[src/core_cfg_pkg.sv]
package core_cfg_pkg;

  localparam int rob_depth = 8;
  localparam int rs_depth  = 4;

  localparam int rob_tag_w = $clog2(rob_depth);
  localparam int rs_idx_w  = $clog2(rs_depth);

  // slot number in the reorder buffer, doubles as the rename tag
  typedef logic [rob_tag_w-1:0] rob_tag_t;

  // occupancy count, one bit wider so full is representable
  typedef logic [rob_tag_w:0] rob_cnt_t;

  typedef logic [rs_idx_w-1:0] rs_idx_t;

endpackage

[src/rv_isa_pkg.sv]
package rv_isa_pkg;

  localparam int xlen = 32;

  typedef logic [4:0] reg_addr_t;

  // only the major opcodes this core accepts
  typedef enum logic [6:0] {
    OP    = 7'b0110011,
    OPIMM = 7'b0010011,
    LUI   = 7'b0110111
  } opcode_t;

  typedef enum logic [3:0] {
    ADD, SUB, SLL, SLT, SLTU,
    XOR, SRL, SRA, OR, AND,
    PASS_B  // second operand straight through, for lui
  } alu_func_t;

  typedef struct packed {
    logic [6:0] funct7;
    reg_addr_t  rs2;
    reg_addr_t  rs1;
    logic [2:0] funct3;
    reg_addr_t  rd;
    opcode_t    opcode;
  } r_fmt_t;

  typedef struct packed {
    logic [11:0] imm;
    reg_addr_t   rs1;
    logic [2:0]  funct3;
    reg_addr_t   rd;
    opcode_t     opcode;
  } i_fmt_t;

  typedef struct packed {
    logic [19:0] imm;  // upper 20 bits of the result
    reg_addr_t   rd;
    opcode_t     opcode;
  } u_fmt_t;

  // one instruction word, three ways to read it
  typedef union packed {
    r_fmt_t r;
    i_fmt_t i;
    u_fmt_t u;
  } inst_u;

endpackage
[src/alu_station.sv]
`timescale 1ns/100ps

module alu_station (
  input  logic                         clk_100mhz,
  input  logic                         sys_rst,
  input  logic                         i_issue,
  input  rv_isa_pkg::alu_func_t        i_func,
  input  core_cfg_pkg::rob_tag_t       i_issue_tag,
  input  logic                         i_use_imm,
  input  logic [rv_isa_pkg::xlen-1:0]  i_imm,
  input  logic [rv_isa_pkg::xlen-1:0]  i_val1,
  input  logic [rv_isa_pkg::xlen-1:0]  i_val2,
  input  logic                         i_busy1,
  input  logic                         i_busy2,
  input  core_cfg_pkg::rob_tag_t       i_tag1,
  input  core_cfg_pkg::rob_tag_t       i_tag2,
  input  logic                         i_rob_done1,
  input  logic                         i_rob_done2,
  input  logic [rv_isa_pkg::xlen-1:0]  i_rob_val1,
  input  logic [rv_isa_pkg::xlen-1:0]  i_rob_val2,
  output logic                         o_free,
  output logic                         o_cdb_valid,
  output core_cfg_pkg::rob_tag_t       o_cdb_tag,
  output logic [rv_isa_pkg::xlen-1:0]  o_cdb_value
);

  logic [core_cfg_pkg::rs_depth-1:0] valid;
  logic [core_cfg_pkg::rs_depth-1:0] rdy_i;
  logic [core_cfg_pkg::rs_depth-1:0] rdy_j;
  logic [core_cfg_pkg::rs_depth-1:0] wake_i;  // waiting operand seen on cdb
  logic [core_cfg_pkg::rs_depth-1:0] wake_j;
  rv_isa_pkg::alu_func_t             func [core_cfg_pkg::rs_depth];
  logic [rv_isa_pkg::xlen-1:0]       vi   [core_cfg_pkg::rs_depth];
  logic [rv_isa_pkg::xlen-1:0]       vj   [core_cfg_pkg::rs_depth];
  core_cfg_pkg::rob_tag_t            qi   [core_cfg_pkg::rs_depth];
  core_cfg_pkg::rob_tag_t            qj   [core_cfg_pkg::rs_depth];
  core_cfg_pkg::rob_tag_t            dest [core_cfg_pkg::rs_depth];
  core_cfg_pkg::rs_idx_t             alloc_idx;
  core_cfg_pkg::rs_idx_t             pick_idx;
  logic                              pick_found;
  logic                              op1_rdy;
  logic                              op2_rdy;
  logic [rv_isa_pkg::xlen-1:0]       op1_val;
  logic [rv_isa_pkg::xlen-1:0]       op2_val;
  logic [rv_isa_pkg::xlen-1:0]       src_a;
  logic [rv_isa_pkg::xlen-1:0]       src_b;
  logic [rv_isa_pkg::xlen-1:0]       alu_result;

  // {ready, value}: regfile, then rob, then this cycle's cdb
  function automatic logic [rv_isa_pkg::xlen:0] resolve(
    input logic                        busy,
    input core_cfg_pkg::rob_tag_t      tag,
    input logic [rv_isa_pkg::xlen-1:0] rf_val,
    input logic                        rob_done,
    input logic [rv_isa_pkg::xlen-1:0] rob_val
  );
    if (!busy) return {1'b1, rf_val};
    if (rob_done) return {1'b1, rob_val};
    if (o_cdb_valid && o_cdb_tag == tag) return {1'b1, o_cdb_value};
    return {1'b0, rf_val};  // keep the tag, capture later
  endfunction

  always_comb begin
    {op1_rdy, op1_val} = resolve(i_busy1, i_tag1, i_val1, i_rob_done1, i_rob_val1);
    {op2_rdy, op2_val} = i_use_imm ? {1'b1, i_imm}
                                   : resolve(i_busy2, i_tag2, i_val2, i_rob_done2, i_rob_val2);
  end

  // lowest free slot for allocation, lowest ready slot for dispatch
  always_comb begin
    alloc_idx  = '0;
    pick_idx   = '0;
    pick_found = 1'b0;
    for (int e = core_cfg_pkg::rs_depth - 1; e >= 0; e--) begin
      if (!valid[e]) begin
        alloc_idx = core_cfg_pkg::rs_idx_t'(e);
      end
      if (valid[e] && rdy_i[e] && rdy_j[e]) begin
        pick_idx   = core_cfg_pkg::rs_idx_t'(e);
        pick_found = 1'b1;
      end
    end
  end

  always_comb begin
    for (int e = 0; e < core_cfg_pkg::rs_depth; e++) begin
      wake_i[e] = valid[e] && !rdy_i[e] && o_cdb_valid && (o_cdb_tag == qi[e]);
      wake_j[e] = valid[e] && !rdy_j[e] && o_cdb_valid && (o_cdb_tag == qj[e]);
    end
  end

  assign o_free = ~&valid;
  assign src_a  = vi[pick_idx];
  assign src_b  = vj[pick_idx];

  always_comb begin
    case (func[pick_idx])
      rv_isa_pkg::ADD:    alu_result = src_a + src_b;
      rv_isa_pkg::SUB:    alu_result = src_a - src_b;
      rv_isa_pkg::SLL:    alu_result = src_a << src_b[4:0];
      rv_isa_pkg::SLT:    alu_result = {{(rv_isa_pkg::xlen-1){1'b0}}, $signed(src_a) < $signed(src_b)};
      rv_isa_pkg::SLTU:   alu_result = {{(rv_isa_pkg::xlen-1){1'b0}}, src_a < src_b};
      rv_isa_pkg::XOR:    alu_result = src_a ^ src_b;
      rv_isa_pkg::SRL:    alu_result = src_a >> src_b[4:0];
      rv_isa_pkg::SRA:    alu_result = $signed(src_a) >>> src_b[4:0];
      rv_isa_pkg::OR:     alu_result = src_a | src_b;
      rv_isa_pkg::AND:    alu_result = src_a & src_b;
      rv_isa_pkg::PASS_B: alu_result = src_b;
      default:            alu_result = '0;
    endcase
  end

  always_ff @(posedge clk_100mhz) begin
    if (sys_rst) begin
      valid       <= '0;
      rdy_i       <= '0;
      rdy_j       <= '0;
      o_cdb_valid <= 1'b0;
    end else begin
      o_cdb_valid <= pick_found;
      rdy_i       <= rdy_i | wake_i;
      rdy_j       <= rdy_j | wake_j;
      if (pick_found) begin
        valid[pick_idx] <= 1'b0;  // entry leaves on dispatch
      end
      if (i_issue) begin
        valid[alloc_idx] <= 1'b1;
        rdy_i[alloc_idx] <= op1_rdy;
        rdy_j[alloc_idx] <= op2_rdy;
      end
    end
  end

  always_ff @(posedge clk_100mhz) begin
    o_cdb_tag   <= dest[pick_idx];
    o_cdb_value <= alu_result;
    for (int e = 0; e < core_cfg_pkg::rs_depth; e++) begin
      if (wake_i[e]) begin
        vi[e] <= o_cdb_value;
      end
      if (wake_j[e]) begin
        vj[e] <= o_cdb_value;
      end
    end
    if (i_issue) begin
      func[alloc_idx] <= i_func;
      vi[alloc_idx]   <= op1_val;
      vj[alloc_idx]   <= op2_val;
      qi[alloc_idx]   <= i_tag1;
      qj[alloc_idx]   <= i_tag2;
      dest[alloc_idx] <= i_issue_tag;
    end
  end

endmodule

[src/instr_decode.sv]
`timescale 1ns/100ps

module instr_decode (
  input  rv_isa_pkg::inst_u            i_inst,
  output rv_isa_pkg::alu_func_t        o_func,
  output rv_isa_pkg::reg_addr_t        o_rs1,
  output rv_isa_pkg::reg_addr_t        o_rs2,
  output rv_isa_pkg::reg_addr_t        o_rd,
  output logic [rv_isa_pkg::xlen-1:0]  o_imm,
  output logic                         o_use_imm
);

  logic                  alt;        // bit 30 selects sub / sra
  rv_isa_pkg::alu_func_t base_func;  // from funct3 alone

  // addi has no sub form, only the shift-right immediates look at bit 30
  assign alt = i_inst.r.funct7[5] &&
               (i_inst.r.opcode == rv_isa_pkg::OP || i_inst.r.funct3 == 3'b101);

  always_comb begin
    case (i_inst.r.funct3)
      3'b000:  base_func = alt ? rv_isa_pkg::SUB : rv_isa_pkg::ADD;
      3'b001:  base_func = rv_isa_pkg::SLL;
      3'b010:  base_func = rv_isa_pkg::SLT;
      3'b011:  base_func = rv_isa_pkg::SLTU;
      3'b100:  base_func = rv_isa_pkg::XOR;
      3'b101:  base_func = alt ? rv_isa_pkg::SRA : rv_isa_pkg::SRL;
      3'b110:  base_func = rv_isa_pkg::OR;
      default: base_func = rv_isa_pkg::AND;
    endcase
  end

  always_comb begin
    o_rd      = i_inst.r.rd;
    o_rs1     = i_inst.r.rs1;
    o_rs2     = i_inst.r.rs2;
    o_imm     = {{(rv_isa_pkg::xlen-12){i_inst.i.imm[11]}}, i_inst.i.imm};
    o_use_imm = 1'b0;
    o_func    = base_func;
    case (i_inst.r.opcode)
      rv_isa_pkg::OPIMM: begin
        o_rs2     = '0;  // these bits are immediate, not a register
        o_use_imm = 1'b1;
      end
      rv_isa_pkg::LUI: begin
        o_rs1     = '0;
        o_rs2     = '0;
        o_imm     = {i_inst.u.imm, 12'b0};
        o_use_imm = 1'b1;
        o_func    = rv_isa_pkg::PASS_B;
      end
      default: ;  // OP reads both registers
    endcase
  end

endmodule

[src/ooo_core.sv]
`timescale 1ns/100ps

module ooo_core (
  input  logic                         clk_100mhz,
  input  logic                         sys_rst,
  input  logic                         i_inst_valid,
  input  logic [rv_isa_pkg::xlen-1:0]  i_inst,
  output logic                         o_inst_ready,
  output logic                         o_commit_valid,
  output rv_isa_pkg::reg_addr_t        o_commit_rd,
  output logic [rv_isa_pkg::xlen-1:0]  o_commit_value
);

  rv_isa_pkg::alu_func_t       func;
  rv_isa_pkg::reg_addr_t       rs1;
  rv_isa_pkg::reg_addr_t       rs2;
  rv_isa_pkg::reg_addr_t       rd;
  logic [rv_isa_pkg::xlen-1:0] imm;
  logic                        use_imm;
  logic                        issue;  // handshake fired
  logic [rv_isa_pkg::xlen-1:0] rf_val1;
  logic [rv_isa_pkg::xlen-1:0] rf_val2;
  logic                        rf_busy1;
  logic                        rf_busy2;
  core_cfg_pkg::rob_tag_t      rf_tag1;
  core_cfg_pkg::rob_tag_t      rf_tag2;
  logic                        rob_done1;
  logic                        rob_done2;
  logic [rv_isa_pkg::xlen-1:0] rob_val1;
  logic [rv_isa_pkg::xlen-1:0] rob_val2;
  logic                        rob_free;
  logic                        rs_free;
  core_cfg_pkg::rob_tag_t      tail_tag;
  core_cfg_pkg::rob_tag_t      commit_tag;
  logic                        cdb_valid;
  core_cfg_pkg::rob_tag_t      cdb_tag;
  logic [rv_isa_pkg::xlen-1:0] cdb_value;

  assign o_inst_ready = rob_free && rs_free;  // independent of valid
  assign issue        = i_inst_valid && o_inst_ready;

  instr_decode u_decode (
    .i_inst    (i_inst),
    .o_func    (func),
    .o_rs1     (rs1),
    .o_rs2     (rs2),
    .o_rd      (rd),
    .o_imm     (imm),
    .o_use_imm (use_imm)
  );

  rename_regfile u_regfile (
    .clk_100mhz     (clk_100mhz),
    .sys_rst        (sys_rst),
    .i_rs1          (rs1),
    .i_rs2          (rs2),
    .i_issue        (issue),
    .i_rd           (rd),
    .i_issue_tag    (tail_tag),
    .i_commit_valid (o_commit_valid),
    .i_commit_tag   (commit_tag),
    .i_commit_rd    (o_commit_rd),
    .i_commit_value (o_commit_value),
    .o_val1         (rf_val1),
    .o_val2         (rf_val2),
    .o_busy1        (rf_busy1),
    .o_busy2        (rf_busy2),
    .o_tag1         (rf_tag1),
    .o_tag2         (rf_tag2)
  );

  alu_station u_station (
    .clk_100mhz  (clk_100mhz),
    .sys_rst     (sys_rst),
    .i_issue     (issue),
    .i_func      (func),
    .i_issue_tag (tail_tag),
    .i_use_imm   (use_imm),
    .i_imm       (imm),
    .i_val1      (rf_val1),
    .i_val2      (rf_val2),
    .i_busy1     (rf_busy1),
    .i_busy2     (rf_busy2),
    .i_tag1      (rf_tag1),
    .i_tag2      (rf_tag2),
    .i_rob_done1 (rob_done1),
    .i_rob_done2 (rob_done2),
    .i_rob_val1  (rob_val1),
    .i_rob_val2  (rob_val2),
    .o_free      (rs_free),
    .o_cdb_valid (cdb_valid),
    .o_cdb_tag   (cdb_tag),
    .o_cdb_value (cdb_value)
  );

  reorder_buffer u_rob (
    .clk_100mhz     (clk_100mhz),
    .sys_rst        (sys_rst),
    .i_issue        (issue),
    .i_rd           (rd),
    .i_lookup_tag1  (rf_tag1),
    .i_lookup_tag2  (rf_tag2),
    .i_cdb_valid    (cdb_valid),
    .i_cdb_tag      (cdb_tag),
    .i_cdb_value    (cdb_value),
    .o_free         (rob_free),
    .o_tail_tag     (tail_tag),
    .o_done1        (rob_done1),
    .o_done2        (rob_done2),
    .o_val1         (rob_val1),
    .o_val2         (rob_val2),
    .o_commit_valid (o_commit_valid),
    .o_commit_tag   (commit_tag),
    .o_commit_rd    (o_commit_rd),
    .o_commit_value (o_commit_value)
  );

endmodule

[src/rename_regfile.sv]
`timescale 1ns/100ps

module rename_regfile (
  input  logic                         clk_100mhz,
  input  logic                         sys_rst,
  input  rv_isa_pkg::reg_addr_t        i_rs1,
  input  rv_isa_pkg::reg_addr_t        i_rs2,
  input  logic                         i_issue,
  input  rv_isa_pkg::reg_addr_t        i_rd,
  input  core_cfg_pkg::rob_tag_t       i_issue_tag,
  input  logic                         i_commit_valid,
  input  core_cfg_pkg::rob_tag_t       i_commit_tag,
  input  rv_isa_pkg::reg_addr_t        i_commit_rd,
  input  logic [rv_isa_pkg::xlen-1:0]  i_commit_value,
  output logic [rv_isa_pkg::xlen-1:0]  o_val1,
  output logic [rv_isa_pkg::xlen-1:0]  o_val2,
  output logic                         o_busy1,
  output logic                         o_busy2,
  output core_cfg_pkg::rob_tag_t       o_tag1,
  output core_cfg_pkg::rob_tag_t       o_tag2
);

  logic [rv_isa_pkg::xlen-1:0] regs [32];
  logic [31:0]                 busy;
  core_cfg_pkg::rob_tag_t      tags [32];
  logic                        wr_en;
  logic                        clr_busy;  // commit is the newest rename of rd
  logic                        fwd1;
  logic                        fwd2;

  assign wr_en    = i_commit_valid && (i_commit_rd != '0);  // x0 stays zero
  assign clr_busy = wr_en && (tags[i_commit_rd] == i_commit_tag);

  // same-cycle commit bypass
  assign fwd1 = clr_busy && (i_commit_rd == i_rs1);
  assign fwd2 = clr_busy && (i_commit_rd == i_rs2);

  assign o_val1  = fwd1 ? i_commit_value : regs[i_rs1];
  assign o_val2  = fwd2 ? i_commit_value : regs[i_rs2];
  assign o_busy1 = busy[i_rs1] && !fwd1;
  assign o_busy2 = busy[i_rs2] && !fwd2;
  assign o_tag1  = tags[i_rs1];
  assign o_tag2  = tags[i_rs2];

  always_ff @(posedge clk_100mhz) begin
    if (sys_rst) begin
      busy <= '0;
      for (int r = 0; r < 32; r++) begin
        regs[r] <= '0;
      end
    end else begin
      if (wr_en) begin
        regs[i_commit_rd] <= i_commit_value;
      end
      if (clr_busy) begin
        busy[i_commit_rd] <= 1'b0;
      end
      if (i_issue && i_rd != '0) begin
        busy[i_rd] <= 1'b1;  // new rename beats the clear
      end
    end
  end

  always_ff @(posedge clk_100mhz) begin
    if (i_issue && i_rd != '0) begin
      tags[i_rd] <= i_issue_tag;
    end
  end

endmodule

[src/reorder_buffer.sv]
`timescale 1ns/100ps

module reorder_buffer (
  input  logic                         clk_100mhz,
  input  logic                         sys_rst,
  input  logic                         i_issue,
  input  rv_isa_pkg::reg_addr_t        i_rd,
  input  core_cfg_pkg::rob_tag_t       i_lookup_tag1,
  input  core_cfg_pkg::rob_tag_t       i_lookup_tag2,
  input  logic                         i_cdb_valid,
  input  core_cfg_pkg::rob_tag_t       i_cdb_tag,
  input  logic [rv_isa_pkg::xlen-1:0]  i_cdb_value,
  output logic                         o_free,
  output core_cfg_pkg::rob_tag_t       o_tail_tag,
  output logic                         o_done1,
  output logic                         o_done2,
  output logic [rv_isa_pkg::xlen-1:0]  o_val1,
  output logic [rv_isa_pkg::xlen-1:0]  o_val2,
  output logic                         o_commit_valid,
  output core_cfg_pkg::rob_tag_t       o_commit_tag,
  output rv_isa_pkg::reg_addr_t        o_commit_rd,
  output logic [rv_isa_pkg::xlen-1:0]  o_commit_value
);

  logic [core_cfg_pkg::rob_depth-1:0] done;
  rv_isa_pkg::reg_addr_t              dest_rd [core_cfg_pkg::rob_depth];
  logic [rv_isa_pkg::xlen-1:0]        result  [core_cfg_pkg::rob_depth];
  core_cfg_pkg::rob_tag_t             head;  // oldest in flight
  core_cfg_pkg::rob_tag_t             tail;  // next slot to hand out
  core_cfg_pkg::rob_cnt_t             count;
  logic                               retire;

  // head leaves on this edge, commit record shows up next cycle
  assign retire = (count != '0) && done[head];

  assign o_free     = count != core_cfg_pkg::rob_cnt_t'(core_cfg_pkg::rob_depth);
  assign o_tail_tag = tail;

  // operand lookups for the station
  assign o_done1 = done[i_lookup_tag1];
  assign o_done2 = done[i_lookup_tag2];
  assign o_val1  = result[i_lookup_tag1];
  assign o_val2  = result[i_lookup_tag2];

  always_ff @(posedge clk_100mhz) begin
    if (sys_rst) begin
      head           <= '0;
      tail           <= '0;
      count          <= '0;
      done           <= '0;
      o_commit_valid <= 1'b0;
    end else begin
      o_commit_valid <= retire;
      if (retire) begin
        head <= head + 1'b1;  // wraps, depth is a power of two
      end
      if (i_issue) begin
        tail       <= tail + 1'b1;
        done[tail] <= 1'b0;
      end
      if (i_cdb_valid) begin
        done[i_cdb_tag] <= 1'b1;
      end
      case ({i_issue, retire})
        2'b10:   count <= count + 1'b1;
        2'b01:   count <= count - 1'b1;
        default: ;
      endcase
    end
  end

  always_ff @(posedge clk_100mhz) begin
    if (i_issue) begin
      dest_rd[tail] <= i_rd;
    end
    if (i_cdb_valid) begin
      result[i_cdb_tag] <= i_cdb_value;
    end
    if (retire) begin
      o_commit_tag   <= head;
      o_commit_rd    <= dest_rd[head];
      o_commit_value <= result[head];
    end
  end

endmodule

[config.mk]
export PLATFORM = sky130hd
export DESIGN_NAME = ooo_core
export DESIGN_NICKNAME = d
export VERILOG_FILES = /design/src/core_cfg_pkg.sv /design/src/rv_isa_pkg.sv /design/src/alu_station.sv /design/src/instr_decode.sv /design/src/ooo_core.sv /design/src/rename_regfile.sv /design/src/reorder_buffer.sv
export SDC_FILE = /design/constraint.sdc
export NUM_CORES = 2
export LEC_CHECK = 0
export BUFFER_PORTS_ARGS = -buffer_cell sky130_fd_sc_hd__buf_2
export CAP_MARGIN = 10
export CORE_MARGIN = 4
export CORE_UTILIZATION = 40
export DETAILED_ROUTE_END_ITERATION = 10
export PLACE_DENSITY_LB_ADDON = 0.25
export SYNTH_ARGS = -nofsm -noshare
export SYNTH_HDL_FRONTEND = slang
export SYNTH_SLANG_ARGS = --single-unit
[constraint.sdc]
create_clock -name clk_100mhz -period 8.4 [get_ports clk_100mhz]
set_input_delay 1.26 -clock clk_100mhz [delete_from_list [all_inputs] [get_ports clk_100mhz]]
set_output_delay 1.26 -clock clk_100mhz [all_outputs]
set_load 0.01 [all_outputs]
# == Word level (Yosys, flattened, before mapping) ==
# Memory sizes are Yosys's and may differ from the RTL's. A register that Yosys moved wholly into a read port is not among the register bits.
# Cells that the tools add are included.
# classes
n_reduce_logical,72
n_eq_ne,35
n_lt_le_gt_ge,19
n_shift,3
addsub,6
bitwise_logic,14
mux,112
# ops
cell,count
two-way mux 33 bit,13
case mux 32 bit (11 select lines),1
two-way mux 32 bit,6
AND 32 bit,2
< comparator 32 bit,2
OR 32 bit,2
two-way mux 1 bit,56
logical AND 1 bit,51
== test 3 bit,11
adder 32 bit,1
inverter 32 bit,1
OR reduction 32 bit,1
left shift 32 x 5 -> 32 bit,1
>> shifter 32 x 5 -> 32 bit,1
>>> shifter 32 x 5 -> 32 bit,1
subtractor 32 bit,1
bitwise XOR 32 bit,1
two-way mux 31 bit,1
case mux 4 bit (7 select lines),1
"< comparator 5 x 6 -> 1 bit, second input constant",4
two-way mux 4 bit,6
two-way mux 8 bit,3
"< comparator 3 x 4 -> 1 bit, second input constant",5
"== test 4 x 3 -> 1 bit, second input constant",4
43 further kinds,85
# totals
ramBits,1724
mem_count,10
reg_bits,99
input_bits,35
# mem_list
memory,words,width,read_ports,rd_ports_with_merged_regs,wr,line_no,source
u_regfile.regs,32,32,2,0,32,rename_regfile.sv:23,logic [rv_isa_pkg::xlen-1:0] regs [32];
u_rob.result,8,32,3,1,1,reorder_buffer.sv:27,logic [rv_isa_pkg::xlen-1:0] result [core_cfg_pkg::rob_depth];
u_station.vi,4,32,1,0,5,alu_station.sv:33,logic [rv_isa_pkg::xlen-1:0] vi [core_cfg_pkg::rs_depth];
u_station.vj,4,32,1,0,5,alu_station.sv:34,logic [rv_isa_pkg::xlen-1:0] vj [core_cfg_pkg::rs_depth];
u_regfile.tags,32,3,3,0,1,rename_regfile.sv:25,core_cfg_pkg::rob_tag_t tags [32];
u_rob.dest_rd,8,5,1,1,1,reorder_buffer.sv:26,rv_isa_pkg::reg_addr_t dest_rd [core_cfg_pkg::rob_depth];
4 more memories,n/a,n/a,n/a,n/a,n/a,n/a,

# == Logic depth before layout (Yosys ltp) ==
# logic_depth
ltp_word,16
mapped_depth,25
ltp_nobuf,18

# == Modules after synthesis ==
# Synthesis repeated with hierarchy kept, for this count alone.
# hier_totals
hier_cells,7560
area_unflattened_um2,105773.9
# by_module_without_submodules
module,cells_each,seq_area_each_um2,area_each_um2,instances
rename_regfile,3742,34272.9,62112.1,1
alu_station,2907,10209.8,25730.9,1
reorder_buffer,838,10470.0,17410.4,1
instr_decode,71,0.0,508.0,1
ooo_core,2,0.0,12.5,1

# == Least setup slack after synthesis ==
# Ideal clock, no wire load.
# synth_timing
kind,register to register
startpoint,register u_station.valid[0] (netlist bit)
endpoint,register u_station.o_cdb_value[18] (netlist bit)
setup_time_ps,142
path_buffers,7
arrival_ps,5767
path_slack_ps,2491
t_required_ps,8258
synth_period_minus_slack_ps,5909
stages_incl_launch_ff,23
cell_sequence,dfxtp_1 clkbuf_1 and3_1 clkbuf_1 clkbuf_1 nor2_1 a222oi_1 and2_1 clkbuf_1 clkbuf_1 clkbuf_1 clkbuf_1 ha_1 a21o_1 a2111oi_0 o21ai_0 a21boi_0 o311a_1 o31ai_1 a221oi_1 xnor2_1 o211ai_1 or4b_2
# synth_via
elab_chain_cells,6
word_cells_on_any_way,26
classes_between,add/sub (2); eq/ne (10); shift (3); mux (2); bitwise (3); reduce/logical (3); memory (3)
# synth_rtl
item,line_no,source
start: declaration,alu_station.sv:27,logic [core_cfg_pkg::rs_depth-1:0] valid;
start signal: assignment,alu_station.sv:115,valid <= '0;
start signal: indexed assignment,alu_station.sv:124,valid[pick_idx] <= 1'b0;
start signal: indexed assignment,alu_station.sv:127,valid[alloc_idx] <= 1'b1;
logical AND 1 bit * (2 in a row),alu_station.sv:78,if (valid[e] && rdy_i[e] && rdy_j[e]) begin
two-way mux 2 bit *,alu_station.sv:78,
"memory (4 x 32 bit), or another cell as far along",n/a,
"subtractor 32 bit, or another cell as far along",alu_station.sv:99,rv_isa_pkg::SUB: alu_result = src_a - src_b;
case mux 32 bit (11 select lines) *,alu_station.sv:97,case (func[pick_idx])
net u_station.alu_result (one bit),alu_station.sv:47,logic [rv_isa_pkg::xlen-1:0] alu_result;
end signal: assignment,alu_station.sv:136,o_cdb_value <= alu_result;
end: declaration,alu_station.sv:24,output logic [rv_isa_pkg::xlen-1:0] o_cdb_value
# Mark *: on every way through the listed nets, which the timed path passes. The rest lies on a longest branch.
# A chain may end at the register's enable or synchronous reset.

# == Worst setup path in the final report ==
# layout_timing
startpoint,register u_station.valid[2] (netlist bit)
endpoint,register u_station.o_cdb_value[27] (netlist bit)
# layout_via
elab_chain_cells,8
word_cells_on_any_way,28
classes_between,add/sub (2); eq/ne (10); shift (3); mux (4); bitwise (3); reduce/logical (3); memory (3)
# layout_rtl
item,line_no
logical AND 1 bit * (2 in a row),alu_station.sv:78
two-way mux 2 bit * (3 in a row),alu_station.sv:78
"memory (4 x 32 bit), or another cell as far along",n/a
"subtractor 32 bit, or another cell as far along",alu_station.sv:99
case mux 32 bit (11 select lines) *,alu_station.sv:97
net u_station.alu_result (one bit),alu_station.sv:47
# Marks and branches as above.

==> impl_metrics.env <==
export IMPL_drt_pre_antenna_iters=9
export IMPL_cts_resized=0
export IMPL_rrSetupSlack_ns=1.21
export IMPL_outcome="completed"
export IMPL_numCtsBuffers=213
export IMPL_synth_edf_count=1764
export IMPL_worst_pin_slew_ns=1.42
export IMPL_via_count=94500
export IMPL_numPortBuffers=73
export IMPL_timing_rr_end="u_station.o_cdb_value[27]$_DFF_P_"
export IMPL_ant_nets=0
export IMPL_fmax_mhz=139
export IMPL_drive_gt1_frac=0.128
export IMPL_antenna_found_initial=36
export IMPL_hp_class="register to register"
export IMPL_cts_root_buf="clkbuf_16"
export IMPL_die_x_um=529
export IMPL_routed_wl_mm=481
export IMPL_fin_crit_ns=7.19
export IMPL_power_leakage_nw=43.5
export IMPL_setup_viol=0
export IMPL_clockBufferDepth=4
export IMPL_syn_avg_cell_area_um2=10.2
export IMPL_crit_buf_inv=2
export IMPL_nNetsFinal=10500
export IMPL_synth_area_mm2=0.108
export IMPL_worstSetupEndpointType="register"
export IMPL_min_from="u_station.dest[0][2]$_DFFE_PP_"
export IMPL_dp_slack_ns=1.36
export IMPL_synth_cell_types=104
export IMPL_timing_final_max_slew_violations=0
export IMPL_rsz0062_at_grt="no"
export IMPL_multi_input_area_mm2=0.0496
export IMPL_fp_row_count=190
export IMPL_slowest_delay_ns=1.01
export IMPL_min_path_cells=2
export IMPL_clk_latency_ns=0.91
export IMPL_drcViolationCount=0
export IMPL_crit_fanout=21
export IMPL_die_h_um=529
export IMPL_dpl_cell_area_mm2=0.113
export IMPL_r2r_cells=16
export IMPL_worstReg2RegStart="u_station.valid[2]$_SDFF_PP0_"
export IMPL_synth_top_area_cell="edfxtp_1"
export IMPL_clock_sinks=1863
export IMPL_n_fill_cell=24800
export IMPL_post_cts_buffers=0
export IMPL_maxCapViolations=0
export IMPL_dp_hpwl_mm=303
export IMPL_area_delta_synth_final_pct=10.8
export IMPL_first_iter_violations=16800
export IMPL_synthTopCellsByArea="edfxtp_1 49%, nand2_1 6.2%, and2_1 5.3%, mux2i_1 4.6%, mux4_2 3.7%"
export IMPL_seq_area_mm2=0.0550
export IMPL_routed_via_density=6.71
export IMPL_cts_tree="built"
export IMPL_ys_ff_latch=1863
export IMPL_stdcell_count=14100
export IMPL_ys_seq_area_frac=0.507
export IMPL_globalplace_congestion=0.978
export IMPL_clk_pin_slew_ns=0.06
export IMPL_grt_pass1_vias=89400
export IMPL_worstSetupPathType="register to register"
export IMPL_start_kind="register"
export IMPL_fp_dieArea_mm2=0.279
export IMPL_power_mw=25.9
export IMPL_cp_arrival_ns=7.90
export IMPL_synth_top_area_frac=0.489
export IMPL_slew_headroom=0.0416
export IMPL_hold_end="u_station.o_cdb_tag[2]$_DFF_P_"
export IMPL_synth_warnings=0
export IMPL_setup_tns_final_ns=0
export IMPL_crit_family="compound AO/OA/AOI/OAI gates"
export IMPL_grt_max_degree=146
export IMPL_grt_usage=0.332
export IMPL_start_util=0.403
export IMPL_grt_pass1_wl_mm=673
export IMPL_synth_ff_type="edfxtp_1"
export IMPL_hold_violations=0
export IMPL_cts_hold_buf=0
export IMPL_grt_overflow=0
export IMPL_min_period_over_period=0.856
export IMPL_ios=74
export IMPL_placed_cells=13700
export IMPL_worst_ep_required_time_ns=9.11
export IMPL_synth_cells=10700
export IMPL_routedWlPerCell_um=34.2
export IMPL_async_reset_ff_frac=0
export IMPL_slowest_stage="o221ai_1"
export IMPL_ir_worst_vdd_v=0.000195
export IMPL_skew_ns=0.0498
export IMPL_worst_slack_ns=1.21
export IMPL_power_density_mw_per_mm2=215
export IMPL_coreArea_mm2=0.269
export IMPL_fin_area_mm2=0.120
export IMPL_h_tree_depth=4
export IMPL_crit_chain="and3_2 > nand3_1 > o221ai_1 > inv_1 > ha_1 > inv_1 > a21oi_1 > a311oi_1 > nand2b_1 > a311o_1 > a311oi_1 > nor2b_1 > o41ai_1 > o22ai_1 > o21ai_0 > nand4_1"
## layout by cell type (no fill, tap or decap), drive strengths merged, types with 36 or more instances in the layout
master  Yosys  routed
inv       252     255
o31ai      37      37
o22ai     112     112
nor3      230     230
nand3     751     751
a32oi     101     101
a21oi     334     334
a31oi     179     179
nand2    1781    1781
mux2      170     170
nor4       38      38
a221oi     55      55
a211oi    118     118
nor2      432     432
and2      915     915
or2        42      42
buf       250     446
nand4      77      77
clkbuf    757     273
o221ai    113     113
edfxtp   1764    1764
dfxtp      99      99
and3      102     102
clkinv      2      93
a311oi     66      66
mux4      179     179
a222oi     36      36
o211ai    102     102
ha        106     106
o21ai     354     354
o41ai      55      55
mux2i     495     495
nand4b     36      36
a22oi      50      50
## state kept, by name, summed over array words and instances (netlist names), 16 cells and up
signal                 cells
u_regfile.tags            96
u_station.o_cdb_value     32
u_regfile.busy            32
u_station.vj             128
u_regfile.regs          1024
u_rob.dest_rd             40
u_rob.result             256
u_station.func            16
u_station.vi             128
u_rob.o_commit_value      32
## per-layer routing
metal,vias to the layer above,part of all wire,global-route usage
met3,1542,0.14,0.0843
met1,46400,0.37,0.444
met2,7745,0.42,0.483
met5,-,0.00011,0
met4,8,0.071,0.200
li1,38800,-,-
## cell families (layout without fill, tap and decap cells)
kind of cell	count (synthesis)	count (layout)	synth area share
AOI/OAI and AO/OA	2000	2000	0.130
xor gates and xnor gates	56	56	0.00459
muxes	844	844	0.101
buffers and inverters	1261	1087	0.0452
adders and majority gates	109	109	0.0128
and+or+nand+nor	4520	4520	0.200
DFF	1863	1863	0.507
other	1	47	0.0000346
## worst max-delay path by stage
stage	from	to	cells past startpoint
3_3_place_gp	i_inst[6]	u_station.vj[0][15]$_DFFE_PP_	14
3_5_place_dp	i_inst[6]	u_station.vj[1][15]$_DFFE_PP_	14
4_1_cts	u_station.valid[2]$_SDFF_PP0_	u_station.o_cdb_value[18]$_DFF_P_	16
2_1_floorplan	u_station.valid[0]$_SDFF_PP0_	u_station.o_cdb_value[18]$_DFF_P_	22
6_report	u_station.valid[2]$_SDFF_PP0_	u_station.o_cdb_value[27]$_DFF_P_	16
5_1_grt	u_station.valid[2]$_SDFF_PP0_	u_station.o_cdb_value[30]$_DFF_P_	18
## metrics by stage
stage | utilization | hold WS, ns
after floorplan | - | 0.416
after global routing | 0.447 | 0.480
after CTS | 0.447 | 0.462
after global placement | 0.422 | 0.448
final | 0.447 | 0.452
after detailed placement | 0.422 | 0.454
## layout make-up
class	count	share of cell area
inverter	254	0.00796
multi-input combinational	7564	0.413
antenna	12	0.000250
clock inverter	114	0.00847
sequential	1863	0.458
clock buffer	269	0.0468
tap	3552	0.0370
timing repair buffer	450	0.0287
## power by group
group,switching (mW),internal [mW],leakage (nW)
clock,3.98,5.20,3.25
sequential,0.512,10.8,18.1
combinational,3.69,1.64,22.2
total,8.19,17.7,43.5
## worst min-delay path, stage by stage (launching register included)
cell	delay (ns)
edfxtp_1	0.32
nand2_1	0.04
nand2_1	0.09
## synth_stat cells (all sizes together), types with 170 or more instances
master,n
a21oi,334
a31oi,179
and2,915
buf,250
clkbuf,757
edfxtp,1764
inv,252
mux2,170
mux2i,495
mux4,179
nand2,1781
nand3,751
nor2,432
nor3,230
o21ai,354
Note: power is estimated with default switching activity, not from simulation.
